## src/hw/lsu_pkg.sv

```systemverilog
package lsu_pkg;

   // **************************************************
   // Memory map
   // **************************************************

   localparam logic [31:0] DCCM_BASE = 32'hF004_0000;  // DCCM start address

   localparam int DCCM_ADDR_BITS = 16;                  // Byte address bits, 64 KB
   localparam int DCCM_WORD_BITS = DCCM_ADDR_BITS - 2;  // Word address bits

   // **************************************************
   // Store buffer sizing
   // **************************************************

   localparam int SB_DEPTH    = 4;  // Entries
   localparam int SB_PTR_BITS = 2;  // log2 of SB_DEPTH

   // **************************************************
   // Shared types
   // **************************************************

   // Access size from decode
   typedef enum logic [1:0] {
      SZ_BYTE = 2'd0,
      SZ_HALF = 2'd1,
      SZ_WORD = 2'd2
   } size_t;

   // Error cause reported in M
   typedef enum logic [1:0] {
      ERR_NONE     = 2'd0,
      ERR_MISALIGN = 2'd1,  // Half or word not naturally aligned
      ERR_RANGE    = 2'd2   // Address outside the DCCM window
   } err_cause_t;

   // Word address inside the DCCM
   typedef logic [DCCM_WORD_BITS-1:0] word_addr_t;

   // One enable per byte lane of a 32-bit word
   typedef logic [3:0] byteen_t;

endpackage

```

## src/hw/lsu_addr_gen.sv

```systemverilog
`timescale 1ns/1ps

// D-stage address generation and access checks
module lsu_addr_gen
   import lsu_pkg::*;
(
   input  logic        dec_valid_d,   // Instruction strobe from decode
   input  logic        dec_load_d,    // Load
   input  logic        dec_store_d,   // Store
   input  size_t       dec_size_d,    // Byte, half or word
   input  logic [31:0] rs1_d,         // Base register
   input  logic [11:0] offset_d,      // Immediate offset
   input  logic [31:0] rs2_d,         // Store data

   output logic [31:0] addr_d,        // Full effective address
   output word_addr_t  word_addr_d,   // DCCM word address
   output byteen_t     byteen_d,      // Lanes touched by the access
   output logic [31:0] st_data_d,     // Store data in its lanes
   output err_cause_t  err_cause_d,   // Range or alignment error
   output logic        dccm_rden,     // DCCM read request
   output word_addr_t  dccm_rd_addr   // DCCM read word address
);

   logic [31:0] offset_sext;  // Sign-extended immediate
   logic        access_d;     // Valid load or store in D
   logic        in_dccm_d;    // Address hits the DCCM window
   logic        misalign_d;   // Not naturally aligned for its size
   byteen_t     size_mask;    // Lane mask before the shift

   // Effective address
   assign offset_sext = {{20{offset_d[11]}}, offset_d};
   assign addr_d      = rs1_d + offset_sext;

   assign access_d = dec_valid_d & (dec_load_d | dec_store_d);

   // Upper bits must match the DCCM base
   assign in_dccm_d = (addr_d[31:DCCM_ADDR_BITS] == DCCM_BASE[31:DCCM_ADDR_BITS]);

   // **************************************************
   // Size decode
   // **************************************************

   always_comb begin
      case (dec_size_d)
         SZ_HALF: begin
            misalign_d = addr_d[0];
            size_mask  = 4'b0011;
         end
         SZ_WORD: begin
            misalign_d = |addr_d[1:0];
            size_mask  = 4'b1111;
         end
         default: begin  // Bytes are always aligned
            misalign_d = 1'b0;
            size_mask  = 4'b0001;
         end
      endcase
   end

   // Range error wins over misalignment
   always_comb begin
      if (!access_d) begin
         err_cause_d = ERR_NONE;
      end else if (!in_dccm_d) begin
         err_cause_d = ERR_RANGE;
      end else if (misalign_d) begin
         err_cause_d = ERR_MISALIGN;
      end else begin
         err_cause_d = ERR_NONE;
      end
   end

   // Lane alignment of enables and store data
   assign byteen_d    = size_mask << addr_d[1:0];
   assign st_data_d   = rs2_d << {addr_d[1:0], 3'b000};  // Byte offset times 8
   assign word_addr_d = addr_d[DCCM_ADDR_BITS-1:2];

   // Only clean loads read the DCCM
   assign dccm_rden    = access_d & dec_load_d & (err_cause_d == ERR_NONE);
   assign dccm_rd_addr = word_addr_d;

endmodule

```

## src/hw/lsu_pipe.sv

```systemverilog
`timescale 1ns/1ps

// M and R stage registers of the load/store pipe
module lsu_pipe
   import lsu_pkg::*;
(
   input  logic        clk,
   input  logic        reset,
   input  logic        flush_r,            // Kills the instruction in R
   input  logic        dec_valid_d,
   input  logic        dec_load_d,
   input  logic        dec_store_d,
   input  size_t       dec_size_d,
   input  logic        dec_unsign_d,
   input  logic [31:0] addr_d,
   input  word_addr_t  word_addr_d,
   input  byteen_t     byteen_d,
   input  logic [31:0] st_data_d,
   input  err_cause_t  err_cause_d,

   output logic        load_m,             // Load in M, error or not
   output size_t       size_m,
   output logic        unsign_m,
   output logic [1:0]  byte_off_m,         // Low address bits for extraction
   output byteen_t     byteen_m,
   output word_addr_t  word_addr_m,
   output logic        lsu_load_valid_m,   // Load result strobe
   output logic        lsu_error_m,        // Access error strobe
   output err_cause_t  lsu_error_cause_m,
   output logic        store_m_valid,      // Clean store in M
   output logic        store_r_valid,      // Clean store in R
   output word_addr_t  r_word_addr,
   output byteen_t     r_byteen,
   output logic [31:0] r_data,
   output logic        sb_wr,              // Store buffer push
   output logic        lsu_busy_pipe       // Something valid in M or R
);

   logic        store_m;    // Store in M, error or not
   err_cause_t  err_m;
   logic [31:0] st_data_m;
   logic        valid_r;    // Any access in R

   // **************************************************
   // Control flops
   // **************************************************

   always_ff @(posedge clk) begin
      if (reset) begin
         load_m        <= 1'b0;
         store_m       <= 1'b0;
         err_m         <= ERR_NONE;
         valid_r       <= 1'b0;
         store_r_valid <= 1'b0;
      end else begin
         load_m        <= dec_valid_d & dec_load_d;
         store_m       <= dec_valid_d & dec_store_d;
         err_m         <= err_cause_d;     // Already ERR_NONE for non-accesses
         valid_r       <= load_m | store_m;
         store_r_valid <= store_m_valid;   // Errored stores stop in M
      end
   end

   // Payload follows the valid bits
   always_ff @(posedge clk) begin
      size_m      <= dec_size_d;
      unsign_m    <= dec_unsign_d;
      byte_off_m  <= addr_d[1:0];
      byteen_m    <= byteen_d;
      word_addr_m <= word_addr_d;
      st_data_m   <= st_data_d;
      r_word_addr <= word_addr_m;  // M to R
      r_byteen    <= byteen_m;
      r_data      <= st_data_m;
   end

   // M-stage strobes
   assign lsu_error_m       = (err_m != ERR_NONE);
   assign lsu_error_cause_m = err_m;
   assign lsu_load_valid_m  = load_m & ~lsu_error_m;
   assign store_m_valid     = store_m & ~lsu_error_m;

   // Commit to the store buffer unless flushed
   assign sb_wr = store_r_valid & ~flush_r;

   assign lsu_busy_pipe = load_m | store_m | valid_r;

endmodule

```

## src/hw/lsu_stbuf.sv

```systemverilog
`timescale 1ns/1ps

// Store buffer between commit and the DCCM write port
module lsu_stbuf
   import lsu_pkg::*;
(
   input  logic                 clk,
   input  logic                 reset,
   input  logic                 sb_wr,           // Committed store from R
   input  word_addr_t           r_word_addr,
   input  byteen_t              r_byteen,
   input  logic [31:0]          r_data,
   input  word_addr_t           word_addr_m,     // Load address in M

   output logic [SB_PTR_BITS:0] sb_count,        // Occupancy
   output byteen_t              fwd_byteen,      // Lanes with forwarded data
   output logic [31:0]          fwd_data,
   output logic                 dccm_wren,       // Drain strobe
   output word_addr_t           dccm_wr_addr,
   output logic [31:0]          dccm_wr_data,
   output byteen_t              dccm_wr_byteen
);

   // Entry storage
   word_addr_t  sb_addr [SB_DEPTH];
   logic [31:0] sb_data [SB_DEPTH];
   byteen_t     sb_be   [SB_DEPTH];

   logic [SB_PTR_BITS-1:0] wr_ptr;    // Next free slot
   logic [SB_PTR_BITS-1:0] rd_ptr;    // Oldest entry
   logic                   sb_drain;  // Oldest entry leaves this cycle

   // Drain whenever something is held
   assign sb_drain = (sb_count != '0);

   // **************************************************
   // Pointers and count
   // **************************************************

   always_ff @(posedge clk) begin
      if (reset) begin
         wr_ptr   <= '0;
         rd_ptr   <= '0;
         sb_count <= '0;
      end else begin
         if (sb_wr) begin
            wr_ptr <= wr_ptr + 1'b1;  // Wraps at SB_DEPTH
         end
         if (sb_drain) begin
            rd_ptr <= rd_ptr + 1'b1;
         end
         case ({sb_wr, sb_drain})
            2'b10:   sb_count <= sb_count + 1'b1;
            2'b01:   sb_count <= sb_count - 1'b1;
            default: sb_count <= sb_count;  // Push and pop cancel
         endcase
      end
   end

   // Entry write
   always_ff @(posedge clk) begin
      if (sb_wr) begin
         sb_addr[wr_ptr] <= r_word_addr;
         sb_data[wr_ptr] <= r_data;
         sb_be[wr_ptr]   <= r_byteen;
      end
   end

   // DCCM write port
   assign dccm_wren      = sb_drain;
   assign dccm_wr_addr   = sb_addr[rd_ptr];
   assign dccm_wr_data   = sb_data[rd_ptr];
   assign dccm_wr_byteen = sb_be[rd_ptr];

   // **************************************************
   // Forwarding to the M-stage load
   // **************************************************

   // Walk oldest to youngest so younger bytes overwrite older ones
   always_comb begin : fwd_merge
      logic [SB_PTR_BITS-1:0] idx;

      fwd_byteen = '0;
      fwd_data   = '0;
      idx        = rd_ptr;
      for (int k = 0; k < SB_DEPTH; k++) begin
         idx = rd_ptr + SB_PTR_BITS'(k);
         if (((SB_PTR_BITS+1)'(k) < sb_count) && (sb_addr[idx] == word_addr_m)) begin
            for (int b = 0; b < $bits(byteen_t); b++) begin
               if (sb_be[idx][b]) begin
                  fwd_byteen[b]      = 1'b1;
                  fwd_data[8*b +: 8] = sb_data[idx][8*b +: 8];
               end
            end
         end
      end
      // Committing R store is the youngest of all
      if (sb_wr && (r_word_addr == word_addr_m)) begin
         for (int b = 0; b < $bits(byteen_t); b++) begin
            if (r_byteen[b]) begin
               fwd_byteen[b]      = 1'b1;
               fwd_data[8*b +: 8] = r_data[8*b +: 8];
            end
         end
      end
   end

endmodule

```

## src/hw/lsu_load_align.sv

```systemverilog
`timescale 1ns/1ps

// M-stage load data merge and extraction
module lsu_load_align
   import lsu_pkg::*;
(
   input  logic        load_m,         // Load in M
   input  size_t       size_m,
   input  logic        unsign_m,       // Zero-extend when set
   input  logic [1:0]  byte_off_m,     // Byte offset in the word
   input  byteen_t     fwd_byteen,     // Lanes supplied by stores
   input  logic [31:0] fwd_data,
   input  logic [31:0] dccm_rd_data,   // Word read in D

   output logic [31:0] lsu_result_m
);

   logic [31:0] merged;   // Memory word with store bytes on top
   logic [31:0] shifted;  // Access moved down to bit 0
   logic [31:0] ext;      // Extended result

   // **************************************************
   // Lane merge
   // **************************************************

   always_comb begin
      for (int b = 0; b < $bits(byteen_t); b++) begin
         if (fwd_byteen[b]) begin
            merged[8*b +: 8] = fwd_data[8*b +: 8];
         end else begin
            merged[8*b +: 8] = dccm_rd_data[8*b +: 8];
         end
      end
   end

   assign shifted = merged >> {byte_off_m, 3'b000};

   // Sign bit is masked off for unsigned loads
   always_comb begin
      case (size_m)
         SZ_BYTE: ext = {{24{~unsign_m & shifted[7]}}, shifted[7:0]};
         SZ_HALF: ext = {{16{~unsign_m & shifted[15]}}, shifted[15:0]};
         default: ext = shifted;  // Full word
      endcase
   end

   // Quiet bus when no load is in M
   assign lsu_result_m = load_m ? ext : '0;

endmodule

```

## src/hw/lsu_top.sv

```systemverilog
`timescale 1ns/1ps

// Load/store unit top, D -> M -> R
module lsu_top
   import lsu_pkg::*;
(
   input  logic        clk,
   input  logic        reset,
   input  logic        flush_r,               // Kill R instruction
   input  logic        dec_valid_d,
   input  logic        dec_load_d,
   input  logic        dec_store_d,
   input  size_t       dec_size_d,
   input  logic        dec_unsign_d,
   input  logic [31:0] rs1_d,
   input  logic [11:0] offset_d,
   input  logic [31:0] rs2_d,

   output logic [31:0] lsu_result_m,
   output logic        lsu_load_valid_m,
   output logic        lsu_error_m,
   output err_cause_t  lsu_error_cause_m,
   output logic        lsu_store_stall_any,   // Hold stores in decode
   output logic        lsu_idle_any,          // Pipe and buffer empty

   output logic        dccm_rden,
   output word_addr_t  dccm_rd_addr,
   input  logic [31:0] dccm_rd_data,
   output logic        dccm_wren,
   output word_addr_t  dccm_wr_addr,
   output logic [31:0] dccm_wr_data,
   output byteen_t     dccm_wr_byteen
);

   // D stage
   logic [31:0]          addr_d;
   word_addr_t           word_addr_d;
   byteen_t              byteen_d;
   logic [31:0]          st_data_d;
   err_cause_t           err_cause_d;
   // M and R stages
   logic                 load_m;
   size_t                size_m;
   logic                 unsign_m;
   logic [1:0]           byte_off_m;
   byteen_t              byteen_m;
   word_addr_t           word_addr_m;
   logic                 store_m_valid;
   logic                 store_r_valid;
   word_addr_t           r_word_addr;
   byteen_t              r_byteen;
   logic [31:0]          r_data;
   logic                 sb_wr;
   logic                 lsu_busy_pipe;
   // Store buffer
   logic [SB_PTR_BITS:0]   sb_count;
   byteen_t                fwd_byteen;
   byteen_t                fwd_byteen_m;  // Only lanes the load reads
   logic [31:0]            fwd_data;
   logic [SB_PTR_BITS+1:0] sb_pending;    // Buffered plus in-flight stores

   lsu_addr_gen u_addr_gen (
      .dec_valid_d (dec_valid_d),
      .dec_load_d  (dec_load_d),
      .dec_store_d (dec_store_d),
      .dec_size_d  (dec_size_d),
      .rs1_d       (rs1_d),
      .offset_d    (offset_d),
      .rs2_d       (rs2_d),
      .addr_d      (addr_d),
      .word_addr_d (word_addr_d),
      .byteen_d    (byteen_d),
      .st_data_d   (st_data_d),
      .err_cause_d (err_cause_d),
      .dccm_rden   (dccm_rden),
      .dccm_rd_addr(dccm_rd_addr)
   );

   lsu_pipe u_pipe (
      .clk              (clk),
      .reset            (reset),
      .flush_r          (flush_r),
      .dec_valid_d      (dec_valid_d),
      .dec_load_d       (dec_load_d),
      .dec_store_d      (dec_store_d),
      .dec_size_d       (dec_size_d),
      .dec_unsign_d     (dec_unsign_d),
      .addr_d           (addr_d),
      .word_addr_d      (word_addr_d),
      .byteen_d         (byteen_d),
      .st_data_d        (st_data_d),
      .err_cause_d      (err_cause_d),
      .load_m           (load_m),
      .size_m           (size_m),
      .unsign_m         (unsign_m),
      .byte_off_m       (byte_off_m),
      .byteen_m         (byteen_m),
      .word_addr_m      (word_addr_m),
      .lsu_load_valid_m (lsu_load_valid_m),
      .lsu_error_m      (lsu_error_m),
      .lsu_error_cause_m(lsu_error_cause_m),
      .store_m_valid    (store_m_valid),
      .store_r_valid    (store_r_valid),
      .r_word_addr      (r_word_addr),
      .r_byteen         (r_byteen),
      .r_data           (r_data),
      .sb_wr            (sb_wr),
      .lsu_busy_pipe    (lsu_busy_pipe)
   );

   lsu_stbuf u_stbuf (
      .clk           (clk),
      .reset         (reset),
      .sb_wr         (sb_wr),
      .r_word_addr   (r_word_addr),
      .r_byteen      (r_byteen),
      .r_data        (r_data),
      .word_addr_m   (word_addr_m),
      .sb_count      (sb_count),
      .fwd_byteen    (fwd_byteen),
      .fwd_data      (fwd_data),
      .dccm_wren     (dccm_wren),
      .dccm_wr_addr  (dccm_wr_addr),
      .dccm_wr_data  (dccm_wr_data),
      .dccm_wr_byteen(dccm_wr_byteen)
   );

   assign fwd_byteen_m = fwd_byteen & byteen_m;

   lsu_load_align u_load_align (
      .load_m      (load_m),
      .size_m      (size_m),
      .unsign_m    (unsign_m),
      .byte_off_m  (byte_off_m),
      .fwd_byteen  (fwd_byteen_m),
      .fwd_data    (fwd_data),
      .dccm_rd_data(dccm_rd_data),
      .lsu_result_m(lsu_result_m)
   );

   // **************************************************
   // Stall and idle
   // **************************************************

   // Stores already past D still need a slot
   assign sb_pending          = sb_count + store_m_valid + store_r_valid;
   assign lsu_store_stall_any = (sb_pending >= SB_DEPTH);

   assign lsu_idle_any = ~lsu_busy_pipe & (sb_count == '0);  // Nothing left to write

endmodule

```

## config.mk

```make
export PLATFORM = sky130hd
export DESIGN_NAME = lsu_top
export DESIGN_NICKNAME = d
export VERILOG_FILES = /design/src/hw/lsu_pkg.sv /design/src/hw/lsu_addr_gen.sv /design/src/hw/lsu_pipe.sv /design/src/hw/lsu_stbuf.sv /design/src/hw/lsu_load_align.sv /design/src/hw/lsu_top.sv
export SDC_FILE = /design/constraint.sdc
export NUM_CORES = 1
export LEC_CHECK = 0
export BUFFER_PORTS_ARGS = -buffer_cell sky130_fd_sc_hd__buf_2
export CORE_MARGIN = 2
export CORE_UTILIZATION = 30
export DETAILED_ROUTE_END_ITERATION = 8
export SYNTH_ARGS = -nofsm -noshare
export SYNTH_HDL_FRONTEND = slang
export SYNTH_HIERARCHICAL = 1
export SYNTH_SLANG_ARGS = --single-unit
```

## constraint.sdc

```tcl
create_clock -name clk -period 6 [get_ports clk]
set_input_delay 0.3 -clock clk [delete_from_list [all_inputs] [get_ports clk]]
set_output_delay 0.3 -clock clk [all_outputs]
set_load 0.01 [all_outputs]
```

==> impl_metrics.env <==
export IMPL_status="complete, no violations"
export IMPL_critPathLaunch="u_stbuf/rd_ptr[0]"
export IMPL_drv_slew=0
export IMPL_required_ns=5.70
export IMPL_synth_net_count=2003
export IMPL_wl_per_cell_microns=22.8
export IMPL_tightestPinTransition_ns=1.00
export IMPL_portBuffers=220
export IMPL_irDropWorstVdd_mv=0.258
export IMPL_final_min_clock_period_ns=5.56
export IMPL_ff2ff_path_depth=2
export IMPL_grt_start_max_net_pins=106
export IMPL_core_sq_mm=0.0675
export IMPL_drt_vias_per_instance=5.62
export IMPL_dieArea_sq_mm=0.0706
export IMPL_fin_hold_ws_ns=0.0279
export IMPL_overflow=0
export IMPL_h_tree_depth=2
export IMPL_fmax_ghz=0.180
export IMPL_syn_inst=1842
export IMPL_grt_pass1_wl_mm=97.8
export IMPL_grt_pass1_vias=15900
export IMPL_dpl_instance_area_sq_mm=0.0223
export IMPL_cts_buffers=38
export IMPL_finalSetupViolations=0
export IMPL_hold_violations=0
export IMPL_rsz0062_at_grt="no"
export IMPL_place_hpwl_mm=47.6
export IMPL_reg2reg_setup_slack_ns=3.74
export IMPL_gp_congestion=0.902
export IMPL_cts_path_max_buffers=3
export IMPL_worstSetupEndpoint="lsu_result_m[18]"
export IMPL_end_kind="output pin"
export IMPL_totalWireLength_mm=66.0
export IMPL_worst_setup_path_start_kind="flip-flop"
export IMPL_power_mw=8.73
export IMPL_stdcell_area_sq_mm=0.0237
export IMPL_yosys_warnings=6
export IMPL_pre_cts_ws_ns=0.566
export IMPL_cts_root_buf="clkbuf_16"
export IMPL_skew_ns=0.0184
export IMPL_drt_iter0_markers=1361
export IMPL_max_cap_violations=0
export IMPL_first_pass_iters=6
export IMPL_fin_ws_ns=0.440
export IMPL_antenna_found_initial=6
export IMPL_worstReg2RegEnd="u_stbuf/sb_data[0][2]"
export IMPL_critPathMaxFanout=25
export IMPL_vias=16300
export IMPL_path_class="reg2out"
export IMPL_r2r_start="u_pipe/store_r_valid"
export IMPL_drive_above_1_share_pct=24.2
export IMPL_clkSinkCount=320
export IMPL_hp_class="in2reg"
export IMPL_slew_headroom_pct=33.3
export IMPL_period_share_pct=92.7
export IMPL_nNetsFinal=2158
export IMPL_path_clk_slew_ns=0.05
export IMPL_pwr_density_cell_mw_per_mm2=368
export IMPL_crit_arrival_ns=5.26
export IMPL_clk_latency_ns=0.56
export IMPL_grt_util_all_layers_pct=18.0
export IMPL_fp_dieW_microns=266
export IMPL_start_util_pct=30.5
export IMPL_die_height_microns=266
export IMPL_drcViolationCount=0
export IMPL_cellLeakagePower_nw=8.28
export IMPL_cts_tree="built"
export IMPL_syn2layout_area_growth_pct=15.2
export IMPL_rows=95
export IMPL_ant_nets=0
export IMPL_avgSynthCellArea_sq_um=11.2
export IMPL_num_io_pins=221
export IMPL_finalSetupTns_ns=0
export IMPL_synth_area_sq_mm=0.0206
==> worst min path at each step <==
stage                               from                    to  slack [ns]  cells after the start
floorplan            u_pipe/st_data_m[0]      u_pipe/r_data[0]        0.31                      0
CTS                            rs2_d[27]  u_pipe/st_data_m[27]       0.006                      3
detailed placement   u_pipe/st_data_m[0]      u_pipe/r_data[0]        0.31                      0
finish                         rs2_d[27]  u_pipe/st_data_m[27]        0.03                      3
global route                   rs2_d[12]  u_pipe/st_data_m[20]        0.03                      3
global placement    u_pipe/st_data_m[28]     u_pipe/r_data[28]        0.31                      0
==> sequential cells by signal, indices dropped and copies added, names as in the netlist, 2 cells and up, named ones only <==
signal	count
u_stbuf/sb_data	128
u_stbuf/sb_addr	56
u_pipe/r_data	32
u_pipe/word_addr_m	14
u_pipe/lsu_error_cause_m	2
u_stbuf/wr_ptr	2
u_pipe/byteen_m	4
u_pipe/size_m	2
u_stbuf/sb_be	16
u_pipe/st_data_m	32
u_pipe/byte_off_m	2
u_pipe/r_byteen	4
u_pipe/r_word_addr	14
u_stbuf/rd_ptr	2
u_stbuf/sb_count	3
==> timing repair <==
| action | CTS | global route |
|---|---|---|
| hold buffers | 7 | 0 |
| gates resized for setup | 1 | 3 |
| pin swaps | 0 | 2 |
| cloned | 0 | 0 |
| setup endpoints to repair | 14 | 24 |
| buffers inserted | 0 | 6 |
| hold endpoints to repair | 7 | 0 |
==> per-layer routing <==
layer / vias up / track usage [%] / share of wire, %
li1: 7427 / - / -
met1: 8106 / 23.1 / 42
met2: 638 / 30.0 / 48
met3: 107 / 3.60 / 6.6
met4: 10 / 6.13 / 3.1
met5: - / 0 / 0.089
==> layout make-up <==
cell class / instances / area [sq um]
fill: 6690 / 43800
multi-input combinational: 1348 / 11300
sequential: 320 / 8420
timing repair buffer: 268 / 1540
tap: 873 / 1090
clock buffer: 52 / 1060
clock inverter: 17 / 189
inverter: 21 / 78.8
antenna: 1 / 2.50
==> per-stage QoR <==
stage | utilization (%) | cells
detailed placement | 33.0 | 2817
finish | 35.1 | 2900
global route | 35.1 | 2900
CTS | 34.9 | 2893
global placement | 33.0 | 2817
floorplan | - | 1842
==> where the power goes <==
group | leakage, nW | total [mW] | internal, mW | switching, mW
combinational | 4.86 | 3.54 | 1.57 | 1.96
sequential | 2.81 | 2.89 | 2.54 | 0.346
clock | 0.606 | 2.31 | 1.41 | 0.900
total | 8.28 | 8.73 | 5.52 | 3.21
==> worst max-delay path, cell delays in order, from the launching register on <==
cell	delay [ns]
dfxtp_4	0.64
mux4_2	0.59
xnor2_1	0.26
o2111ai_1	0.25
nor4_4	0.40
or4bb_1	0.52
nand4_1	0.34
o221ai_1	0.22
mux2_4	0.32
a21bo_1	0.20
o311ai_4	0.57
o21ai_0	0.20
buf_2	0.17
==> placed cells by master (no fill, tap or decap), types with 19 or more instances in the layout <==
cell / instances
o21a_1: 34
edfxtp_1: 200
inv_1: 19
mux2i_1: 231
o311a_1: 32
o221ai_1: 33
xor2_1: 34
o21ai_0: 107
xnor2_1: 68
nor2_1: 83
and2_1: 22
mux4_2: 84
a21oi_1: 90
nand2_1: 141
buf_4: 36
dfxtp_1: 116
mux2_2: 42
nand4_1: 54
clkbuf_16: 40
buf_2: 220
ha_1: 43
Power figures use the tool's default switching activity.
